[config.mk]
export PLATFORM = sky130hd
export DESIGN_NAME = instruction_decoder
export DESIGN_NICKNAME = d
export VERILOG_FILES = /design/src/hdl/core_pkg.sv /design/src/hdl/instruction_decoder.sv
export VERILOG_INCLUDE_DIRS = /design/src /design/src/hdl
export SDC_FILE = /design/constraint.sdc
export NUM_CORES = 1
export LEC_CHECK = 0
export ABC_AREA = 1
export BUFFER_PORTS_ARGS = -buffer_cell sky130_fd_sc_hd__buf_4
export CAP_MARGIN = 30
export CORE_AREA = 2 2 225 227
export DETAILED_ROUTE_END_ITERATION = 8
export DIE_AREA = 0 0 227 229
export PLACE_DENSITY = 0.37
export SLEW_MARGIN = 25
export SYNTH_ARGS = -nofsm -noshare
export SYNTH_HDL_FRONTEND = slang
export SYNTH_SLANG_ARGS = --single-unit
[constraint.sdc]
create_clock -name clk -period 8.2 [get_ports clk]
set_input_delay 1.23 -clock clk [delete_from_list [all_inputs] [get_ports clk]]
set_output_delay 1.23 -clock clk [all_outputs]
set_load 0.01 [all_outputs]
[src/hdl/core_params.svh]
`ifndef CORE_PARAMS_SVH
`define CORE_PARAMS_SVH

// Integer register and datapath width
`define XLEN 64

// Instruction word width
`define ILEN 32

// Architectural register count
`define NUM_REGS 32

// Depth of the instruction memory request buffer
// The fetcher starts with this many credits
`define IMEM_CREDITS 4

// Entries in the fetcher's instruction queue
`define FETCH_QUEUE_DEPTH 4

// Stack pointer register loaded from the port at reset
`define SP_REG 2

`endif

[src/hdl/core_pkg.sv]
`include "core_params.svh"

package core_pkg;

  // Major opcodes handled by the core
  typedef enum logic [6:0] {
    OPC_OP     = 7'b0110011,
    OPC_OP_IMM = 7'b0010011,
    OPC_LUI    = 7'b0110111,
    OPC_JAL    = 7'b1101111,
    OPC_BRANCH = 7'b1100011
  } opcode_e;

  typedef enum logic [2:0] {
    ALU_ADD,
    ALU_SUB,
    ALU_AND,
    ALU_OR,
    ALU_XOR,
    ALU_SLT,
    ALU_PASS_B
  } alu_op_e;

  // Decoded controls carried from decode into execute
  typedef struct packed {
    alu_op_e    alu_op;
    logic       use_imm;
    logic       reg_write;
    logic       is_jal;
    logic       is_branch;
    logic       branch_ne;
    logic [4:0] rd;
  } ctrl_t;

  typedef struct packed {
    logic              valid;
    logic [`XLEN-1:0]  addr;
  } imem_req_t;

  typedef struct packed {
    logic              valid;
    logic [`ILEN-1:0]  instr;
  } imem_rsp_t;

  typedef struct packed {
    logic [`ILEN-1:0]  instr;
    logic [`XLEN-1:0]  pc;
  } fetch_pkt_t;

  // ID/EX contents
  typedef struct packed {
    logic              valid;
    logic [`XLEN-1:0]  pc;
    logic [`XLEN-1:0]  op_a;
    logic [`XLEN-1:0]  op_b;
    logic [`XLEN-1:0]  imm;
    ctrl_t             ctrl;
  } issue_t;

  typedef struct packed {
    logic              valid;
    logic [`XLEN-1:0]  target;
  } redirect_t;

  typedef struct packed {
    logic              valid;
    logic [`XLEN-1:0]  pc;
    logic [4:0]        rd;
    logic              write;
    logic [`XLEN-1:0]  value;
  } retire_t;

endpackage

[src/hdl/instruction_decoder.sv]
`timescale 1ns/1ps
`include "core_params.svh"

module instruction_decoder (
  input  logic                  clk,
  input  logic                  reset,
  input  core_pkg::fetch_pkt_t  head,
  input  logic                  head_valid,
  output logic                  take,
  output logic [4:0]            rs1_addr,
  output logic [4:0]            rs2_addr,
  input  logic [`XLEN-1:0]      rs1_data,
  input  logic [`XLEN-1:0]      rs2_data,
  input  logic                  rs1_busy,
  input  logic                  rs2_busy,
  output logic                  set_busy,
  output logic [4:0]            busy_addr,
  input  core_pkg::redirect_t   redirect,
  output core_pkg::issue_t      issue
);

  logic [`ILEN-1:0]    ins;
  core_pkg::opcode_e   opcode;
  logic [2:0]          funct3;
  logic [6:0]          funct7;
  logic [4:0]          rd;
  logic [`XLEN-1:0]    imm;
  core_pkg::ctrl_t     ctrl;
  logic                uses_rs1, uses_rs2;
  logic                waw, stall;

  assign ins      = head.instr;
  assign opcode   = core_pkg::opcode_e'(ins[6:0]);
  assign rd       = ins[11:7];
  assign funct3   = ins[14:12];
  assign funct7   = ins[31:25];
  assign rs1_addr = ins[19:15];
  assign rs2_addr = ins[24:20];

  always_comb begin
    ctrl     = '0;
    ctrl.rd  = rd;
    imm      = '0;
    uses_rs1 = 1'b0;
    uses_rs2 = 1'b0;
    case (opcode)
      core_pkg::OPC_OP: begin
        uses_rs1       = 1'b1;
        uses_rs2       = 1'b1;
        ctrl.reg_write = 1'b1;
        case (funct3)
          3'b000:  ctrl.alu_op = funct7[5] ? core_pkg::ALU_SUB : core_pkg::ALU_ADD;
          3'b010:  ctrl.alu_op = core_pkg::ALU_SLT;
          3'b100:  ctrl.alu_op = core_pkg::ALU_XOR;
          3'b110:  ctrl.alu_op = core_pkg::ALU_OR;
          3'b111:  ctrl.alu_op = core_pkg::ALU_AND;
          default: ctrl.reg_write = 1'b0;
        endcase
        // Only SUB may carry a nonzero funct7
        if ((funct7 != 7'b0000000) && !((funct7 == 7'b0100000) && (funct3 == 3'b000)))
          ctrl.reg_write = 1'b0;
      end
      core_pkg::OPC_OP_IMM: begin
        uses_rs1       = 1'b1;
        imm            = {{(`XLEN - 12){ins[31]}}, ins[31:20]};
        ctrl.use_imm   = 1'b1;
        ctrl.reg_write = (funct3 == 3'b000);
      end
      core_pkg::OPC_LUI: begin
        imm            = {{(`XLEN - 32){ins[31]}}, ins[31:12], 12'b0};
        ctrl.use_imm   = 1'b1;
        ctrl.alu_op    = core_pkg::ALU_PASS_B;
        ctrl.reg_write = 1'b1;
      end
      core_pkg::OPC_JAL: begin
        imm            = {{(`XLEN - 21){ins[31]}}, ins[31], ins[19:12], ins[20], ins[30:21], 1'b0};
        ctrl.is_jal    = 1'b1;
        ctrl.reg_write = 1'b1;
      end
      core_pkg::OPC_BRANCH: begin
        uses_rs1       = 1'b1;
        uses_rs2       = 1'b1;
        imm            = {{(`XLEN - 13){ins[31]}}, ins[31], ins[7], ins[30:25], ins[11:8], 1'b0};
        ctrl.is_branch = (funct3[2:1] == 2'b00);
        ctrl.branch_ne = funct3[0];
      end
      default: ;
    endcase
    // x0 is never a destination
    if (rd == 5'd0) ctrl.reg_write = 1'b0;
  end

  // Same rd as the instruction in execute would let its retire clear our busy bit
  assign waw = issue.valid && issue.ctrl.reg_write && ctrl.reg_write && (issue.ctrl.rd == rd);
  assign stall = (uses_rs1 && rs1_busy) || (uses_rs2 && rs2_busy) || waw;
  assign take = head_valid && !stall && !redirect.valid;
  assign set_busy = take && ctrl.reg_write;
  assign busy_addr = rd;

  always_ff @(posedge clk) begin
    if (reset || redirect.valid) begin
      issue.valid <= 1'b0;
    end else begin
      issue.valid <= take;
    end
    if (take) begin
      issue.pc   <= head.pc;
      issue.op_a <= rs1_data;
      issue.op_b <= rs2_data;
      issue.imm  <= imm;
      issue.ctrl <= ctrl;
    end
  end

endmodule

==> reports/metrics.yaml <==
yosysTopAreaCell: "edfxtp_1"
fp.dieW_um: 227
cts_tree: "yes"
syn_inst: 431
min_from: "reset"
ant_nets: 0
slew_headroom: 0.322
fin_util: 0.272
critPathLaunchType: "input port"
n_antenna_cell: 0
rows: 82
tns_ns: 0
worstHoldEndpoint: "issue[269]$_SDFF_PP0_"
min_period_ns: 4.26
synth_area_per_cell_um2: 19.2
clock_path_buffers: 3
cp.required_ns: 6.97
grt_remaining_overflow: 0
initial_utilization: 0.166
hpwl_um: 21800
gr-usage-all-layers: 0.101
worst-path-max-fanout: 109
hold_buffers: 0
drv_slew: 0
fillerInstances: 5227
leakage_nw: 5.58
dr_total_vias: 5531
design.die.area_mm2: 0.0520
max_slew.worst_pin.slew_ns: 1.00
drc: 0
regToRegSetupSlack_ns: 5.21
synth_area_mm2: 0.00827
fin_nets: 1225
final_cell_mix: "buf_4, edfxtp_1, nand2_1, clkbuf_16, inv_1"
hold_slack_ns: 0.818
cts_root_buffer: "clkbuf_16"
routedWlPerCell_um: 17.6
cts.clk_slew.worst_paths_ns: 0.06
layout_commonest_cell: "buf_4"
die-height_um: 229
yosys_warnings: 0
grt_max_degree: 110
rsz0062_at_grt: "no"
irDropWorstVdd_mv: 0.130
final.setup_skew_ns: 0.0158
pwr_density_cell_mw_per_mm2: 220
dp.cells: 1571
hold_violations: 0
setup_viol: 0
largest_reg_flops: 238
hold_path.class: "in -> reg"
cts_setup_buffers: 0
synth_area_leaders: "edfxtp_1, buf_4, nand2_1"
r2r_start: "issue[0]$_DFFE_PP_"
drt_pass1_iterations: 4
r2r_end: "issue[131]$_DFFE_PP_"
instances_no_fill: 1624
cts.sink_count: 238
clock_latency_ns: 0.57
gp_congestion: 0.724
status: "finished, final reports clean"
synth_cell_types: 28
cts_resized: 0
cts_buffers: 29
fmax_mhz: 235
grt_pass1_wl_um: 38100
yosys.area.top_type_share: 0.861
largest_register: "issue"
r2r_cells: 7
portBuffers: 516
routed_wl_um: 28600
syn2layout_area_growth_pct: 63.4
avgViaCountPerCell: 3.41
htree_num_levels: 1
antenna_found_initial: 1
grt_pass1_vias: 5513
synth_nets: 725
critPathKind: "in -> out"
yosysSeqAreaShare: 0.863
layout-drive-gt1-share: 0.620
endpoint_kind: "output port"
total_power_mw: 2.97
yosys_register_bits: 238
worstPathArrival_ns: 3.03
finalCritPeriodShare: 0.520
cap_violations: 0
drt_iter0_drc: 213
whs_path_depth: 2
reg_top3: "issue x238"
ioPinCount: 581
core_mm2: 0.0497
routing by layer:
metal,up-vias,global-route usage,routed length (um)
li1,2549,-,-
met1,2624,0.109,10100
met2,322,0.179,14300
met3,36,0.0454,3520
met4,0,0.0261,635
met5,-,0,0
where the power goes:
part	switching, mW	leakage [nW]	internal (mW)	total [mW]
Combinational	0.150	2.99	0.180	0.331
Sequential	0.0246	2.18	1.43	1.45
Clock	0.513	0.410	0.675	1.19
cell usage after synthesis, drive strengths merged:
cell type / count
edfxtp: 237
buf: 50
nand2: 42
inv: 32
nor2: 29
o211ai: 11
nand3: 7
o21ai: 7
o22ai: 4
a21oi: 3
nor3: 3
or2: 2
dfxtp: 1
o221ai: 1
o41ai: 1
xor2: 1
logic make-up after synthesis:
logic type      share of synthesized area
buf+inv                            0.0601
compound gates                     0.0275
xor+xnor                          0.00106
simple gates                       0.0480
flops                               0.863
worst max-delay path, cell delays in order:
cell and delay (ns):
buf_4 0.11, nand2_2 0.10, inv_1 0.08, nand3_4 0.26, nand2_4 0.14, nor2_2 0.14, nand2_2 0.07, nand3_2 0.06
nand2_2 0.10, inv_8 0.46, buf_4 0.27
layout make-up:
| cell class | instances | area (um^2) | area share |
|---|---|---|---|
| flip-flops and latches | 238 | 7140 | 0.528 |
| clock buffers | 41 | 801 | 0.0593 |
| multi-input cells | 111 | 633 | 0.0469 |
| well taps | 672 | 841 | 0.0623 |
| repair buffers | 519 | 3900 | 0.289 |
| clock inverters | 11 | 63.8 | 0.00472 |
| inverters | 32 | 128 | 0.00945 |
how the worst max path moves through the flow:
stage             start   end  slack, ns  cells past startpoint
2_1_floorplan  head[65]  take       0.47                      9
3_3_place_gp   head[65]  take       3.74                     11
3_5_place_dp   head[65]  take       3.72                     11
4_1_cts        head[65]  take       3.71                     11
5_1_grt        head[65]  take       3.63                     11
6_report       head[65]  take       3.94                     11
metrics by stage:
stage | instance area, um^2 | worst slack (ns)
floorplan | 8270 | 0.475
global placement | 12600 | 3.74
detailed placement | 12600 | 3.72
CTS | 13500 | 3.71
global route | 13500 | 3.63
finish | 13500 | 3.94
Power figures use the tool's default switching activity.
