===== src/hdl/core_params.svh =====
`ifndef CORE_PARAMS_SVH
`define CORE_PARAMS_SVH

// Integer register and datapath width
`define XLEN 64

// Instruction word width
`define ILEN 32

// Architectural register count
`define NUM_REGS 32

// Depth of the instruction memory request buffer
// The fetcher starts with this many credits
`define IMEM_CREDITS 4

// Entries in the fetcher's instruction queue
`define FETCH_QUEUE_DEPTH 4

// Stack pointer register loaded from the port at reset
`define SP_REG 2

`endif


===== src/hdl/core_pkg.sv =====
`include "core_params.svh"

package core_pkg;

  // Major opcodes handled by the core
  typedef enum logic [6:0] {
    OPC_OP     = 7'b0110011,
    OPC_OP_IMM = 7'b0010011,
    OPC_LUI    = 7'b0110111,
    OPC_JAL    = 7'b1101111,
    OPC_BRANCH = 7'b1100011
  } opcode_e;

  typedef enum logic [2:0] {
    ALU_ADD,
    ALU_SUB,
    ALU_AND,
    ALU_OR,
    ALU_XOR,
    ALU_SLT,
    ALU_PASS_B
  } alu_op_e;

  // Decoded controls carried from decode into execute
  typedef struct packed {
    alu_op_e    alu_op;
    logic       use_imm;
    logic       reg_write;
    logic       is_jal;
    logic       is_branch;
    logic       branch_ne;
    logic [4:0] rd;
  } ctrl_t;

  typedef struct packed {
    logic              valid;
    logic [`XLEN-1:0]  addr;
  } imem_req_t;

  typedef struct packed {
    logic              valid;
    logic [`ILEN-1:0]  instr;
  } imem_rsp_t;

  typedef struct packed {
    logic [`ILEN-1:0]  instr;
    logic [`XLEN-1:0]  pc;
  } fetch_pkt_t;

  // ID/EX contents
  typedef struct packed {
    logic              valid;
    logic [`XLEN-1:0]  pc;
    logic [`XLEN-1:0]  op_a;
    logic [`XLEN-1:0]  op_b;
    logic [`XLEN-1:0]  imm;
    ctrl_t             ctrl;
  } issue_t;

  typedef struct packed {
    logic              valid;
    logic [`XLEN-1:0]  target;
  } redirect_t;

  typedef struct packed {
    logic              valid;
    logic [`XLEN-1:0]  pc;
    logic [4:0]        rd;
    logic              write;
    logic [`XLEN-1:0]  value;
  } retire_t;

endpackage


===== src/hdl/register_file.sv =====
`timescale 1ns/1ps
`include "core_params.svh"

module register_file (
  input  logic                clk,
  input  logic                reset,
  input  logic [`XLEN-1:0]    stack_ptr,
  input  logic [4:0]          rs1_addr,
  input  logic [4:0]          rs2_addr,
  output logic [`XLEN-1:0]    rs1_data,
  output logic [`XLEN-1:0]    rs2_data,
  output logic                rs1_busy,
  output logic                rs2_busy,
  input  logic                set_busy,
  input  logic [4:0]          busy_addr,
  input  core_pkg::retire_t   retire
);

  logic [`XLEN-1:0]     regs [`NUM_REGS];
  logic [`NUM_REGS-1:0] busy;

  always_ff @(posedge clk) begin
    if (reset) begin
      for (int i = 0; i < `NUM_REGS; i++) begin
        regs[i] <= (i == `SP_REG) ? stack_ptr : '0;
      end
      busy <= '0;
    end else begin
      // Retiring write releases its destination
      if (retire.valid && retire.write && (retire.rd != 5'd0)) begin
        regs[retire.rd] <= retire.value;
        busy[retire.rd] <= 1'b0;
      end
      // A newly issued writer to the same rd keeps it busy
      if (set_busy && (busy_addr != 5'd0)) begin
        busy[busy_addr] <= 1'b1;
      end
    end
  end

  // Reads see the array directly, so a write shows up one cycle later
  assign rs1_data = (rs1_addr == 5'd0) ? '0 : regs[rs1_addr];
  assign rs2_data = (rs2_addr == 5'd0) ? '0 : regs[rs2_addr];

  assign rs1_busy = busy[rs1_addr];
  assign rs2_busy = busy[rs2_addr];

endmodule


===== config.mk =====
export PLATFORM = sky130hd
export DESIGN_NAME = register_file
export DESIGN_NICKNAME = d
export VERILOG_FILES = /design/src/hdl/core_pkg.sv /design/src/hdl/register_file.sv
export VERILOG_INCLUDE_DIRS = /design/src /design/src/hdl
export SDC_FILE = /design/constraint.sdc
export NUM_CORES = 2
export LEC_CHECK = 0
export ABC_CLOCK_PERIOD_IN_PS = 4400
export BUFFER_PORTS_ARGS = -buffer_cell sky130_fd_sc_hd__buf_2
export CAP_MARGIN = 10
export CORE_UTILIZATION = 50
export DETAILED_ROUTE_END_ITERATION = 8
export HOLD_SLACK_MARGIN = 0.12
export PLACE_DENSITY = 0.69
export SKIP_CTS_REPAIR_TIMING = 1
export SKIP_LAST_GASP = 1
export SLEW_MARGIN = 20
export SYNTH_ARGS = -nofsm -noshare
export SYNTH_HDL_FRONTEND = slang
export SYNTH_SLANG_ARGS = --single-unit

===== constraint.sdc =====
create_clock -name clk -period 4.4 [get_ports clk]
set_input_delay 0.88 -clock clk [delete_from_list [all_inputs] [get_ports clk]]
set_output_delay 0.88 -clock clk [all_outputs]
set_load 0.05 [all_outputs]

==> results.md <==
Outcome:
- The flow ran to the end, but the final reports show violations.
- The final reports fail on negative setup slack.

STA:
- Setup repair after global routing left no endpoint under its margin.
- Based on the critical path, the design can be clocked at up to 222.4 MHz.
- The routed design could run at a clock period as short as 4497 ps.
- The max-slew headroom at the worst pin is 0.1697.
- The final count of hold timing violations is 0.
- Summed over all failing endpoints, the final setup total negative slack is -345.4 ps.
- Setup violations remaining at the end of the flow were counted as 8.
- The minimum setup slack in the final design is -96.80 ps.
- The final-report max-slew violation count was 0.
- At the pin with the least slew margin, the transition time is 1241 ps.
- The setup skew after layout is 0 ps.
- Of the available clock period, the critical path in the final layout requires 1.022.

Layout:
- For this run, the share of the core covered by cells in the final layout is 0.5774.
- Excluding fillers, the count of instances in the completed layout stands at 10,800.
- In the final layout, the share of cells above drive strength 1 is 0.2778.
- The area added between synthesis and finish is 14.51%.
- For this run, the post-layout net count is 7,831.

Clocking:
- The TritonCTS clock tree is done.
- The clock drives 2,080 sinks.
- The source-to-sink clock delay at the later pin of the worst-skew pair is 870 ps.
- The root buffer cell is sky130_fd_sc_hd__clkbuf_16.
- In this run, CTS created clock tree buffers numbering 212.
- Counting along the longest clock path gives a buffer depth of 3.
- In this run the number of H-tree levels came out at 4.
- After clock tree synthesis, the clock-pin slew on the worst setup and hold paths is 70 ps.

Floorplanning:
- The number of ports placed on the die boundary is 347.
- Row generation in the floorplan step produced 172 rows.
- The floorplan die area is 0.2239 sq mm.
- The initial standard-cell utilization of the core is 0.5042.
- After floorplanning, the core was sized to cover 0.2202 sq mm.
- The height of the die is 473.2 um.
- The horizontal extent of the die is 473.2 um.

Power:
- Of the total power, the clock network draws 0.363.
- Summed over all nets, the switching power comes to 12.97 mW.
- Summed over all cells, the static leakage comes to 45.15 nW.
- Dividing total power by cell area gives a power density of 380.8 mW/mm^2.
- The internal power of the cells totals 35.43 mW.
- The share of total power dissipated in sequential elements is 0.484.
- The fraction of power spent switching nets is 0.2680.
- The maximum resistive drop on vdd is 0.4167 mV.
- The combinational power share is 0.153.

Setup path:
- The required time of the critical path is 3520 ps.
- The startpoint type of the worst setup path is a primary input.
- The type of the worst setup path is primary input to primary output.
- The maximum fanout encountered on the critical timing path is 11.
- The kind of capture point of the worst setup path is a primary output.
- STA puts the critical path data arrival time at 3620 ps.

Synth:
- The area share of the leading cell type in the synthesized netlist is 0.5540.
- The count of different cell masters after synthesis is 53.
- After synthesis, the cell types taking the most area are sky130_fd_sc_hd__edfxtp_1 (55%), sky130_fd_sc_hd__mux4_2 (19%), sky130_fd_sc_hd__and2_1 (11%), sky130_fd_sc_hd__mux2i_1 (5.1%), sky130_fd_sc_hd__clkbuf_1 (1.6%).
- The number of instances in the synthesized netlist is 7,349.
- The count of yosys warnings during synthesis is 0.
- In the synthesized netlist the dominant register cell turns out to be sky130_fd_sc_hd__edfxtp_1.
- The dominant cell by count in the synthesized netlist is sky130_fd_sc_hd__edfxtp_1.
- The post-synthesis area per instance is 15.11 sq um.
- The synthesized design contains 2,080 register bits.
- After synthesis the cells add up to 0.1110 sq mm.
- The synthesized design spends more area on one cell type than any other, namely sky130_fd_sc_hd__edfxtp_1.
- Counting instances in the post-synthesis netlist gives the leading cell types as sky130_fd_sc_hd__edfxtp_1 (2,048), sky130_fd_sc_hd__and2_1 (1,925), sky130_fd_sc_hd__mux4_2 (936), sky130_fd_sc_hd__mux2i_1 (564), sky130_fd_sc_hd__clkbuf_1 (461).
- Of all flip-flops after synthesis, the portion carrying an async set or reset was 0.
- The sequential-to-total area share from yosys stat is 0.5598.
- In this run, synthesis inferred 2,048 flip-flops with an integrated enable.

Detailed routing:
- Before antenna repair, the detailed router went through 7 iterations.
- The number of nets with antenna violations after detailed routing is 0.
- In the routed layout, each cell is associated on average with a via count of 7.000.
- The initial DRC count is 14,200.
- Summed over all layers, the routed wires come to 414,300 um.
- For this block, the via count after detailed routing is 75,600.
- In the final routed layout, each cell accounts on average for 38.35 um.
- The remaining routing DRC violations is 0.

Placed design:
- The port buffer count is 282.
- At the end of routability-driven placement, the weighted congestion stood at 0.9271.
- Once detailed placement completed, the half-perimeter wirelength came to 252,500 um.
- The number of placed cells counting well taps is 10,360.

Global routing:
- The initial antenna violation count came to 57.
- Entering global routing, the biggest net connects 75 pins.
- The number of global-route vias before repair was 74,340.
- The first global-routing pass estimated 567,900 um of wire.
- The final global-route overflow total is 0.
- For this run, the total global-route usage over all layers was measured as 0.3678.

Hold path:
- The path type of the worst min-delay path is primary input to flip-flop.

Run:
- The max-cap violation count is 0.
## logic make-up after synthesis
kind of cell / count (synthesis) / synth area share
simple gates: 2407 / 0.1291
flops: 2080 / 0.5598
mux: 1601 / 0.2510
buf+inv: 796 / 0.03240
compound gates: 464 / 0.02765
other cells: 1 / 0.00003378
## state kept, by name, summed over array words and instances (netlist names)
name,count
busy,32
regs,2048
## worst paths after layout
kind	startpoint	end	slack, ps	depth (start not counted)
worst min register to register	busy[9]	busy[9]	490	2
worst min-delay path	stack_ptr[11]	regs[2][11]	300	2
worst max register to register	busy[2]	busy[2]	3730	2
worst max-delay path	rs1_addr[0]	rs1_data[28]	-100	8
## per-layer routing
metal | part of all wire | global-route usage | up-vias
li1 | - | - | 28680
met1 | 0.33 | 0.4735 | 38260
met2 | 0.44 | 0.5390 | 7193
met3 | 0.16 | 0.1255 | 1469
met4 | 0.067 | 0.2197 | 12
met5 | 0.00053 | 0.005624 | -
## power by group through the flow
stage          registers, mW  clock network (mW)  logic (mW)
6_report                23.4                17.6        7.42
5_1_grt                 23.5                18.2        7.54
4_1_cts                 23.4                17.5        7.26
3_5_place_dp            23.8                   0        7.24
3_3_place_gp            23.7                   0        7.18
2_1_floorplan           23.6                   0        4.23
## metrics by stage
step / hold slack, ps / total power [mW] / area (sq um) / worst slack (ps)
2_1_floorplan: 450.9 / 27.81 / 111300 / 2.178
3_3_place_gp: 464.4 / 30.87 / 120500 / 56.51
3_5_place_dp: 477.5 / 31.04 / 120500 / 49.35
4_1_cts: 263.4 / 48.18 / 127000 / 34.36
5_1_grt: 288.2 / 49.29 / 127000 / 8.208
6_report: 301.8 / 48.41 / 127100 / -96.80
## final cells by class
class	count	area [sq um]
clock buffers	278	5700
diodes	46	115.1
fillers	16660	93050
flip-flops and latches	2080	62140
multi-input cells	4536	46120
repair buffers	750	8378
inverters	34	127.6
well taps	2958	3701
clock inverters	119	829.5
## layout by cell type (no fill, tap or decap), types with 106 or more instances in the layout
cell type	instances
sky130_fd_sc_hd__edfxtp_1	2048
sky130_fd_sc_hd__and2_1	1925
sky130_fd_sc_hd__mux4_2	936
sky130_fd_sc_hd__mux2i_1	564
sky130_fd_sc_hd__buf_4	291
sky130_fd_sc_hd__buf_12	254
sky130_fd_sc_hd__clkbuf_16	218
sky130_fd_sc_hd__buf_2	196
sky130_fd_sc_hd__nor2_1	163
sky130_fd_sc_hd__o22ai_1	122
sky130_fd_sc_hd__nand2_1	106
## critical path: stages
cell and delay [ps]:
sky130_fd_sc_hd__buf_8 230, sky130_fd_sc_hd__buf_4 240, sky130_fd_sc_hd__and2b_1 810, sky130_fd_sc_hd__nand2_1 120, sky130_fd_sc_hd__nand4_1 180, sky130_fd_sc_hd__o21ai_0 190
sky130_fd_sc_hd__or3_1 600, sky130_fd_sc_hd__buf_2 320
No activity file was read; power rests on OpenSTA's default activity.
