==> config.mk <==
export PLATFORM = sky130hd
export DESIGN_NAME = instruction_fetcher
export DESIGN_NICKNAME = d
export VERILOG_FILES = /design/src/hdl/core_pkg.sv /design/src/hdl/instruction_fetcher.sv
export VERILOG_INCLUDE_DIRS = /design/src /design/src/hdl
export SDC_FILE = /design/constraint.sdc
export NUM_CORES = 1
export LEC_CHECK = 0
export ABC_CLOCK_PERIOD_IN_PS = 6950
export BUFFER_PORTS_ARGS = -buffer_cell sky130_fd_sc_hd__clkbuf_2
export CAP_MARGIN = 10
export CORE_MARGIN = 5
export CORE_UTILIZATION = 45
export DETAILED_ROUTE_END_ITERATION = 6
export GPL_TIMING_DRIVEN = 1
export PLACE_DENSITY = 0.63
export SYNTH_ARGS = -nofsm -noshare
export SYNTH_HDL_FRONTEND = slang
export SYNTH_SLANG_ARGS = --single-unit
==> constraint.sdc <==
create_clock -name clk -period 6.95 [get_ports clk]
set_input_delay 1.39 -clock clk [delete_from_list [all_inputs] [get_ports clk]]
set_output_delay 1.39 -clock clk [all_outputs]
set_load 0.05 [all_outputs]
==> src/hdl/core_params.svh <==
`ifndef CORE_PARAMS_SVH
`define CORE_PARAMS_SVH

// Integer register and datapath width
`define XLEN 64

// Instruction word width
`define ILEN 32

// Architectural register count
`define NUM_REGS 32

// Depth of the instruction memory request buffer
// The fetcher starts with this many credits
`define IMEM_CREDITS 4

// Entries in the fetcher's instruction queue
`define FETCH_QUEUE_DEPTH 4

// Stack pointer register loaded from the port at reset
`define SP_REG 2

`endif

==> src/hdl/core_pkg.sv <==
`include "core_params.svh"

package core_pkg;

  // Major opcodes handled by the core
  typedef enum logic [6:0] {
    OPC_OP     = 7'b0110011,
    OPC_OP_IMM = 7'b0010011,
    OPC_LUI    = 7'b0110111,
    OPC_JAL    = 7'b1101111,
    OPC_BRANCH = 7'b1100011
  } opcode_e;

  typedef enum logic [2:0] {
    ALU_ADD,
    ALU_SUB,
    ALU_AND,
    ALU_OR,
    ALU_XOR,
    ALU_SLT,
    ALU_PASS_B
  } alu_op_e;

  // Decoded controls carried from decode into execute
  typedef struct packed {
    alu_op_e    alu_op;
    logic       use_imm;
    logic       reg_write;
    logic       is_jal;
    logic       is_branch;
    logic       branch_ne;
    logic [4:0] rd;
  } ctrl_t;

  typedef struct packed {
    logic              valid;
    logic [`XLEN-1:0]  addr;
  } imem_req_t;

  typedef struct packed {
    logic              valid;
    logic [`ILEN-1:0]  instr;
  } imem_rsp_t;

  typedef struct packed {
    logic [`ILEN-1:0]  instr;
    logic [`XLEN-1:0]  pc;
  } fetch_pkt_t;

  // ID/EX contents
  typedef struct packed {
    logic              valid;
    logic [`XLEN-1:0]  pc;
    logic [`XLEN-1:0]  op_a;
    logic [`XLEN-1:0]  op_b;
    logic [`XLEN-1:0]  imm;
    ctrl_t             ctrl;
  } issue_t;

  typedef struct packed {
    logic              valid;
    logic [`XLEN-1:0]  target;
  } redirect_t;

  typedef struct packed {
    logic              valid;
    logic [`XLEN-1:0]  pc;
    logic [4:0]        rd;
    logic              write;
    logic [`XLEN-1:0]  value;
  } retire_t;

endpackage

==> src/hdl/instruction_fetcher.sv <==
`timescale 1ns/1ps
`include "core_params.svh"

module instruction_fetcher (
  input  logic                  clk,
  input  logic                  reset,
  input  logic [`XLEN-1:0]      entry,
  input  core_pkg::redirect_t   redirect,
  output core_pkg::imem_req_t   imem_req,
  input  logic                  imem_credit,
  input  core_pkg::imem_rsp_t   imem_rsp,
  output core_pkg::fetch_pkt_t  head,
  output logic                  head_valid,
  input  logic                  take
);

  localparam int QD = `FETCH_QUEUE_DEPTH;
  localparam int PW = $clog2(QD);
  localparam int CW = $clog2(QD + 1);
  localparam int KW = $clog2(`IMEM_CREDITS + 1);

  logic              started;
  logic [`XLEN-1:0]  pc;
  logic [KW-1:0]     credits;
  logic [CW-1:0]     outstanding;
  logic [CW-1:0]     drop_count;
  logic [CW-1:0]     q_count;
  logic [PW-1:0]     q_rd, q_wr, a_rd, a_wr;
  logic [`ILEN-1:0]  q_instr [QD];
  logic [`XLEN-1:0]  q_pc [QD];
  logic [`XLEN-1:0]  a_pc [QD];
  logic [CW:0]       in_use;
  logic              fire;
  logic              keep_rsp;

  function automatic logic [PW-1:0] next_ptr(input logic [PW-1:0] p);
    next_ptr = (p == PW'(QD - 1)) ? '0 : p + 1'b1;
  endfunction

  // Queued plus in-flight must leave room for every response
  assign in_use = {1'b0, q_count} + {1'b0, outstanding};
  assign fire = started && (credits != '0) && (in_use < (CW + 1)'(QD)) && !redirect.valid;
  assign keep_rsp = imem_rsp.valid && (drop_count == '0) && !redirect.valid;

  assign imem_req = '{valid: fire, addr: pc};
  assign head = '{instr: q_instr[q_rd], pc: q_pc[q_rd]};
  assign head_valid = (q_count != '0);

  always_ff @(posedge clk) begin
    if (reset) begin
      started     <= 1'b0;
      pc          <= entry;
      credits     <= KW'(`IMEM_CREDITS);
      outstanding <= '0;
      drop_count  <= '0;
      q_count     <= '0;
      q_rd        <= '0;
      q_wr        <= '0;
      a_rd        <= '0;
      a_wr        <= '0;
    end else begin
      started     <= 1'b1;
      credits     <= credits - KW'(fire) + KW'(imem_credit);
      outstanding <= outstanding + CW'(fire) - CW'(imem_rsp.valid);
      // Address queue tracks every request, dropped or not
      if (fire) a_wr <= next_ptr(a_wr);
      if (imem_rsp.valid) a_rd <= next_ptr(a_rd);
      if (redirect.valid) begin
        pc         <= redirect.target;
        drop_count <= outstanding - CW'(imem_rsp.valid);
        q_count    <= '0;
        q_rd       <= '0;
        q_wr       <= '0;
      end else begin
        if (fire) pc <= pc + `XLEN'(4);
        if (imem_rsp.valid && (drop_count != '0)) drop_count <= drop_count - 1'b1;
        if (keep_rsp) q_wr <= next_ptr(q_wr);
        if (take) q_rd <= next_ptr(q_rd);
        q_count <= q_count + CW'(keep_rsp) - CW'(take);
      end
    end
  end

  always_ff @(posedge clk) begin
    if (fire) a_pc[a_wr] <= pc;
    if (keep_rsp) begin
      q_instr[q_wr] <= imem_rsp.instr;
      q_pc[q_wr]    <= a_pc[a_rd];
    end
  end

endmodule

==> metrics.md, run 1 <==
| Metric | Value |
|---|---|
| Post-DR vias/cell | `5.66` |
| Logic pwr share | `12.0%` |
| Filler cell count | `approximately 5000` |
| Internal | `between 7000 and 8000 uW` |
| Register area | `21700 um2` |
| TNS Setup | `0 ps` |
| Worst path required time | `between 5000 and 6000 ps` |
| CP Launch Type | `register` |
| Fmax | `223 MHz` |
| Sw Pwr | `about 2700 uW` |
| Clock power frac | `between 30% and 40%` |
| Vias | `around 15000` |
| Ys async rst share | `0%` |
| Synth area leaders | `edfxtp_1 73%, mux4_2 13%, dfxtp_1 1.7%` |
| Vias in the first global route | `15600` |
| Syn Nets | `around 1600` |
| Die W | `263 um` |
| Unrepaired setup endpoints after global routing | `false` |
| Crit path DAT | `3090 ps` |
| Tcrit/Tclk final | `64.5%` |
| Worst-skew pair later-pin latency | `about 610 ps` |
| GR Overflow Total | `0` |
| CTS resizes | `0` |
| Leak Pwr | `~0.011 uW` |
| Antenna-violating nets left | `0` |
| Initial Util | `45.6%` |
| PnR worst setup slack | `~2500 ps` |
| Netlist Area Pre-Place | `about 29000 um2` |
| Main synth FF type | `edfxtp_1` |
| Dpl ws | `2790 ps` |
| Synth-to-Final Area Change | `17.1%` |
| CTS tree | `done` |
| Worst-margin pin slew | `1110 ps` |
| Post-route DRC | `0` |
| Register share of total power | `about 52%` |
| Die ar. | `roughly 70000 um2` |
| First-pass GRT wire length | `just over 100000 um` |
| Max FO, Critical Path | `64` |
| Crit end category | `primary output` |
| Reg clk slew, reported paths | `about 60 ps` |
| Max clock buf depth | `3` |
| Commonest cells post-synth | `704 x edfxtp_1, 160 x mux4_2, 58 x nand2_1, 41 x clkbuf_1, 32 x nand3_1` |
| Post-synth EDFFs | `between 700 and 800` |
| GRT Util Overall | `just under 20%` |
| Routed Wire Length | `roughly 68000 um` |
| Num CTS Buffers | `75` |
| Layout Skew | `approximately 24 ps` |
| Max VDD drop | `between 0.15 and 0.2 mV` |
| DR WL/cell | `about 25 um` |
| DP HPWL | `between 40000 and 50000 um` |
| Post-layout min period | `~4500 ps` |
| Area of the multi-input gates | `approximately 6800 um2` |
| Final setup viols | `0` |
| Core ar. | `between 60000 and 70000 um2` |
| # Post-CTS Setup Buffers | `0` |
| Htree depth | `3` |
| I/O Buffers | `~330` |
| Hold crit path type | `reg -> reg` |
| Cell with the most instances after synthesis | `edfxtp_1` |
| Max cap viols | `0` |
| Worst Setup Path Type | `reg -> out` |
| Net Sw Frac | `26.0%` |
| Syn_area_per_cell | `about 20 um2` |
| Final nets | `between 1500 and 2000` |
| Cells after Synth | `1455` |
| Sink Count | `~730` |
| Pwr/cell area | `slightly above 300 nW/um2` |
| Initial detailed-routing violation count | `1443` |
| Outcome | `finished clean` |
| Row cnt | `between 90 and 100` |
| Die H | `263 um` |
| Hold-fix buffer count after cts | `0` |
| Synth warn | `0` |
| Synth area leader | `edfxtp_1` |
| Yosys reg bits | `729` |
| Register area share after synthesis | `around 75%` |
| Final Wtd Congestion | `~0.84` |
| I/O Pins | `328` |
| Max_slew headroom | `between 20% and 30%` |
| Hold Vio Cnt, Final | `0` |
| Distinct cells, synth | `56` |
| Detailed Routing Iterations Pass 1 | `5` |
| Post-synth top area share | `around three quarters` |
| Root Driver | `clkbuf_16` |
| Share of cells above drive strength 1 | `34.3%` |
| Largest net degree at the start of global routing | `65` |
| Fin. max-slew vios | `0` |
| Initial antenna violation count | `5` |
[cells by family (layout without fill, tap and decap cells)]
group / Yosys count / in the layout / share of synthesized area, %
AO/OA/AOI/OAI: 119 / 119 / 2.64
XOR/XNOR: 48 / 48 / 1.46
adder cells (fa/ha/maj): 26 / 26 / 1.21
buffers and inverters: 96 / 500 / 1.30
flip-flops: 729 / 729 / 75.1
multiplexers: 189 / 189 / 13.5
other: 0 / 1 / 0
AND/OR/NAND/NOR: 248 / 248 / 4.73
[registers in the layout (all words and copies together) (netlist names), named ones only]
name	count
q_rd	2
q_instr	128
a_pc	256
pc	64
q_count	3
a_rd	2
outstanding	3
started	1
drop_count	3
q_wr	2
credits	3
a_wr	2
q_pc	256
[final cells by class]
| cell class | count | share of cell area (%) |
|---|---|---|
| diodes | 1 | 0.00742 |
| clock buffers | 94 | 5.90 |
| clock inverters | 37 | 0.972 |
| inverters | 25 | 0.278 |
| multi-input cells | 630 | 20.3 |
| flip-flops and latches | 729 | 64.2 |
| well taps | 846 | 3.14 |
| repair buffers | 344 | 5.27 |
[through the flow]
stage | instances | area [um2] | utilization, % | hold slack [ps] | power, uW
after floorplan | 1455 | 28800 | - | 487 | 6290
after global placement | 2574 | 31400 | 49.7 | 513 | 6730
after detailed placement | 2574 | 31400 | 49.7 | 521 | 6760
after CTS | 2705 | 33700 | 53.4 | 537 | 10600
after global routing | 2705 | 33700 | 53.4 | 560 | 10800
final | 2706 | 33700 | 53.4 | 536 | 10500
[worst max-delay path, cell delays in order, from the launching register on]
cell and delay (ps):
dfxtp_4 1000, buf_4 670, mux4_2 460, clkbuf_2 280
[layout by cell type (no fill, tap or decap), types with 13 or more instances in the layout]
master	instances
dfxtp_1	21
ha_1	23
nor4_1	15
xnor2_1	29
mux4_2	160
clkinv_2	13
a22oi_1	22
nand3_1	32
mux2i_1	24
nor2_1	26
a21oi_1	23
nor3_1	14
o21ai_0	29
inv_1	25
buf_4	17
and3_1	14
nand2_1	57
xor2_1	19
edfxtp_1	704
clkbuf_16	76
clkbuf_1	16
clkbuf_2	326
nand4_1	26
[per-layer routing]
layer	vias to the layer above	GRT usage [%]	share of wire, %
met3	81	4.32	7.8
met4	6	4.58	1.7
met1	7908	27.9	43
met5	-	0	0.067
met2	602	30.6	48
li1	6707	-	-
[power by group through the flow]
stage / combinational [uW] / sequential [uW] / clock, uW
6_report: 1260 / 5400 / 3800
5_1_grt: 1340 / 5430 / 4080
4_1_cts: 1280 / 5400 / 3880
3_5_place_dp: 1270 / 5490 / 0
3_3_place_gp: 1260 / 5470 / 0
2_1_floorplan: 735 / 5560 / 0
[final timing paths]
path	start	endpoint	slack, ps	cells after the start
max	register	head[23]	2470	3
min	a_rd[1]$_SDFFE_PP0P_	a_rd[1]$_SDFFE_PP0P_	540	2
max reg2reg	pc[2]$_DFFE_PP_	pc[38]$_DFFE_PP_	3850	6
min reg2reg	a_rd[1]$_SDFFE_PP0P_	a_rd[1]$_SDFFE_PP0P_	540	2
Power figures use the tool's default switching activity.
==> inputs of run 2 (changes only) <==
Settings changed: ABC_AREA set to 1, ABC_CLOCK_PERIOD_IN_PS 6950 to 3850, PLACE_DENSITY 0.63 to 0.65.
Clock period 6.95 ns to 3.85 ns, I/O delays scaled along.
==> metrics.md, run 2 <==
| Metric | Value |
|---|---|
| Die ar. | `72400 um2` |
| Max clock buf depth | `3` |
| Crit end category | `primary output` |
| Root Driver | `clkbuf_16` |
| DR WL/cell | `around 21 um` |
| Filler cell count | `5626` |
| Hold Vio Cnt, Final | `0` |
| Cells after Synth | `around 2500` |
| Number of inserted diodes | `0` |
| Vias in the first global route | `roughly 20000` |
| GR Overflow Total | `0` |
| Clock power frac | `36.8%` |
| Htree depth | `3` |
| Worst-margin pin slew | `approximately 1100 ps` |
| Synth area leaders | `edfxtp_1 70%, nor2_1 5.6%, o21ai_0 5.6%` |
| Register share of total power | `50.3%` |
| Distinct cells, synth | `32` |
| CTS resizes | `0` |
| Final nets | `approximately 3000` |
| Mux contribution to synthesized area | `0%` |
| Cell with the most instances after synthesis | `edfxtp_1` |
| Share of cells above drive strength 1 | `between 15 and 20%` |
| Vias | `slightly above 20000` |
| Routed Wire Length | `~79000 um` |
| Commonest cells post-synth | `704 x edfxtp_1, 450 x nor2_1, 335 x o21ai_0, 321 x nand2_1, 160 x o22ai_1` |
| Reg clk slew, reported paths | `around 60 ps` |
| Post-synth EDFFs | `about 700` |
| Syn_area_per_cell | `about 12 um2` |
| Unrepaired setup endpoints after global routing | `false` |
| Synth Area in Adders | `~1.2%` |
| Top Registers | `a_pc x256, q_pc x256, q_instr x128` |
| Post-route DRC | `0` |
| Core ar. | `66900 um2` |
| Syn Nets | `around 2700` |
| Sink Count | `about 730` |
| Hold-fix buffer count after cts | `0` |
| Initial antenna violation count | `1` |
| First-pass GRT wire length | `~120000 um` |
| Post-layout power | `~19000 uW` |
| Max VDD drop | `0.306 mV` |
| Final Wtd Congestion | `between 0.9 and 1` |
| DP HPWL | `approximately 51000 um` |
| Logic pwr share | `roughly an eighth` |
| Main combinational cell family by area after synthesis | `simple AND/OR/NAND/NOR gates` |
| Hold crit path type | `in -> reg` |
| Post-DR vias/cell | `between 5 and 6` |
| I/O Buffers | `327` |
| Worst Setup Path Type | `reg -> out` |
| Post-layout min period | `3410 ps` |
| Die H | `269 um` |
| Outcome | `finished clean` |
| Worst-skew pair later-pin latency | `approximately 620 ps` |
| Register area share after synthesis | `~72%` |
| Reg2reg setup slack | `~960 ps` |
| Max_slew headroom | `between 20% and 30%` |
| Tcrit/Tclk final | `88.6%` |
| Post-synthesis xor/xnor area fraction | `0.696%` |
| Most frequent cells in the layout | `704 x edfxtp_1, 442 x nor2_1, 335 x o21ai_0, 327 x clkbuf_2, 320 x nand2_1` |
| Net Sw Frac | `around 27%` |
| Synth warn | `0` |
| Row cnt | `between 90 and 100` |
| Worst r2r src | `outstanding[2]$_SDFF_PP0_` |
| Fmax | `slightly below 300 MHz` |
| Layout Skew | `27.8 ps` |
| Yosys reg bits | `729` |
| Synth-to-Final Area Change | `17.3%` |
| Hold_sp | `imem_rsp[24]` |
| Initial detailed-routing violation count | `approximately 1600` |
| Synth Area in Compound Gates | `about a tenth` |
| Ys async rst share | `0%` |
| Initial Util | `around 45%` |
| Commonest non-fill, non-tap cell in the layout | `edfxtp_1` |
| Synth Area in Simple Gates | `about an eighth` |
| I/O Pins | `around 330` |
| Max cap viols | `0` |
| Detailed Routing Iterations Pass 1 | `5` |
| Pwr/cell area | `about 550 nW/um2` |
| TNS Setup | `0 ps` |
| Leak Pwr | `0.0129 uW` |
| Main synth FF type | `edfxtp_1` |
| Worst path required time | `roughly 3100 ps` |
| Antenna-violating nets left | `0` |
| Num CTS Buffers | `76` |
| Synth area leader | `edfxtp_1` |
| Crit path DAT | `2640 ps` |
| Post-synth top area share | `a little over two thirds` |
| Fin. max-slew vios | `0` |
| Largest net degree at the start of global routing | `193` |
| Netlist Area Pre-Place | `about 30000 um2` |
| Max FO, Critical Path | `84` |
| CP Launch Type | `register` |
| CTS tree | `done` |
| Internal | `14100 uW` |
| # Post-CTS Setup Buffers | `0` |
| Final setup viols | `0` |
| GRT Util Overall | `roughly a fifth` |
| Die W | `approximately 270 um` |
| Sw Pwr | `~5300 uW` |
==> run 2: cell count changes after synthesis, moves of 97 or more <==
cell,delta
nor2_1,+423
o21ai_0,+306
nand2_1,+263
mux4_2,-160
o22ai_1,+149
nand3_1,+97
==> run 2: final cells by class <==
cell class | count | area [um2] | area share, %
well taps | 873 | 1090 | 3.08
multi-input cells | 1551 | 7600 | 21.5
clock inverters | 50 | 463 | 1.31
flip-flops and latches | 729 | 21600 | 61.1
inverters | 131 | 494 | 1.40
repair buffers | 362 | 2150 | 6.07
clock buffers | 88 | 1970 | 5.56
==> run 2: final timing paths <==
kind	to	cells after the start
worst max-delay path	head[0]	6
worst min-delay path	q_instr[1][24]$_DFFE_PP_	1
worst max register to register	outstanding[2]$_SDFF_PP0_	13
worst min register to register	drop_count[2]$_SDFFE_PP0P_	2
==> run 2: metal layers <==
metal	GRT usage (%)	up-vias	routed length [um]
li1	-	9708	-
met1	29.7	10000	33400
met2	34.9	796	37900
met3	3.19	113	5340
met4	7.49	0	2420
met5	0	-	0
==> run 2: cell families (layout without fill, tap and decap cells) <==
logic type / Yosys count / in the layout
adder cells (fa/ha/maj): 26 / 26
flip-flops: 729 / 729
buffers and inverters: 264 / 631
AND/OR/NAND/NOR: 946 / 946
AO/OA/AOI/OAI: 555 / 555
XOR/XNOR: 24 / 24
==> run 2: power groups by stage <==
stage | Clock, uW | Combinational [uW] | Sequential (uW)
after floorplan | 0 | 1400 | 10100
after detailed placement | 0 | 2520 | 9920
after global routing | 7600 | 2720 | 9800
after global placement | 0 | 2470 | 9900
final | 7130 | 2500 | 9760
after CTS | 7290 | 2530 | 9760
==> run 2: worst max-delay path: stages, from the launching register on <==
cell and delay, ps:
dfxtp_4 360, inv_4 340, buf_12 360, buf_12 240, nor2_1 50, o22ai_1 240, clkbuf_2 340
==> run 2: through the flow <==
stage	setup slack [ps]	instances	util, %	area, um2	hold WS [ps]
6_report	440	3784	52.9	35400	375
5_1_grt	292	3784	52.9	35400	352
4_1_cts	393	3784	52.9	35400	333
2_1_floorplan	-748	2544	-	30200	447
3_3_place_gp	686	3646	49.3	33000	461
3_5_place_dp	771	3646	49.3	33000	468
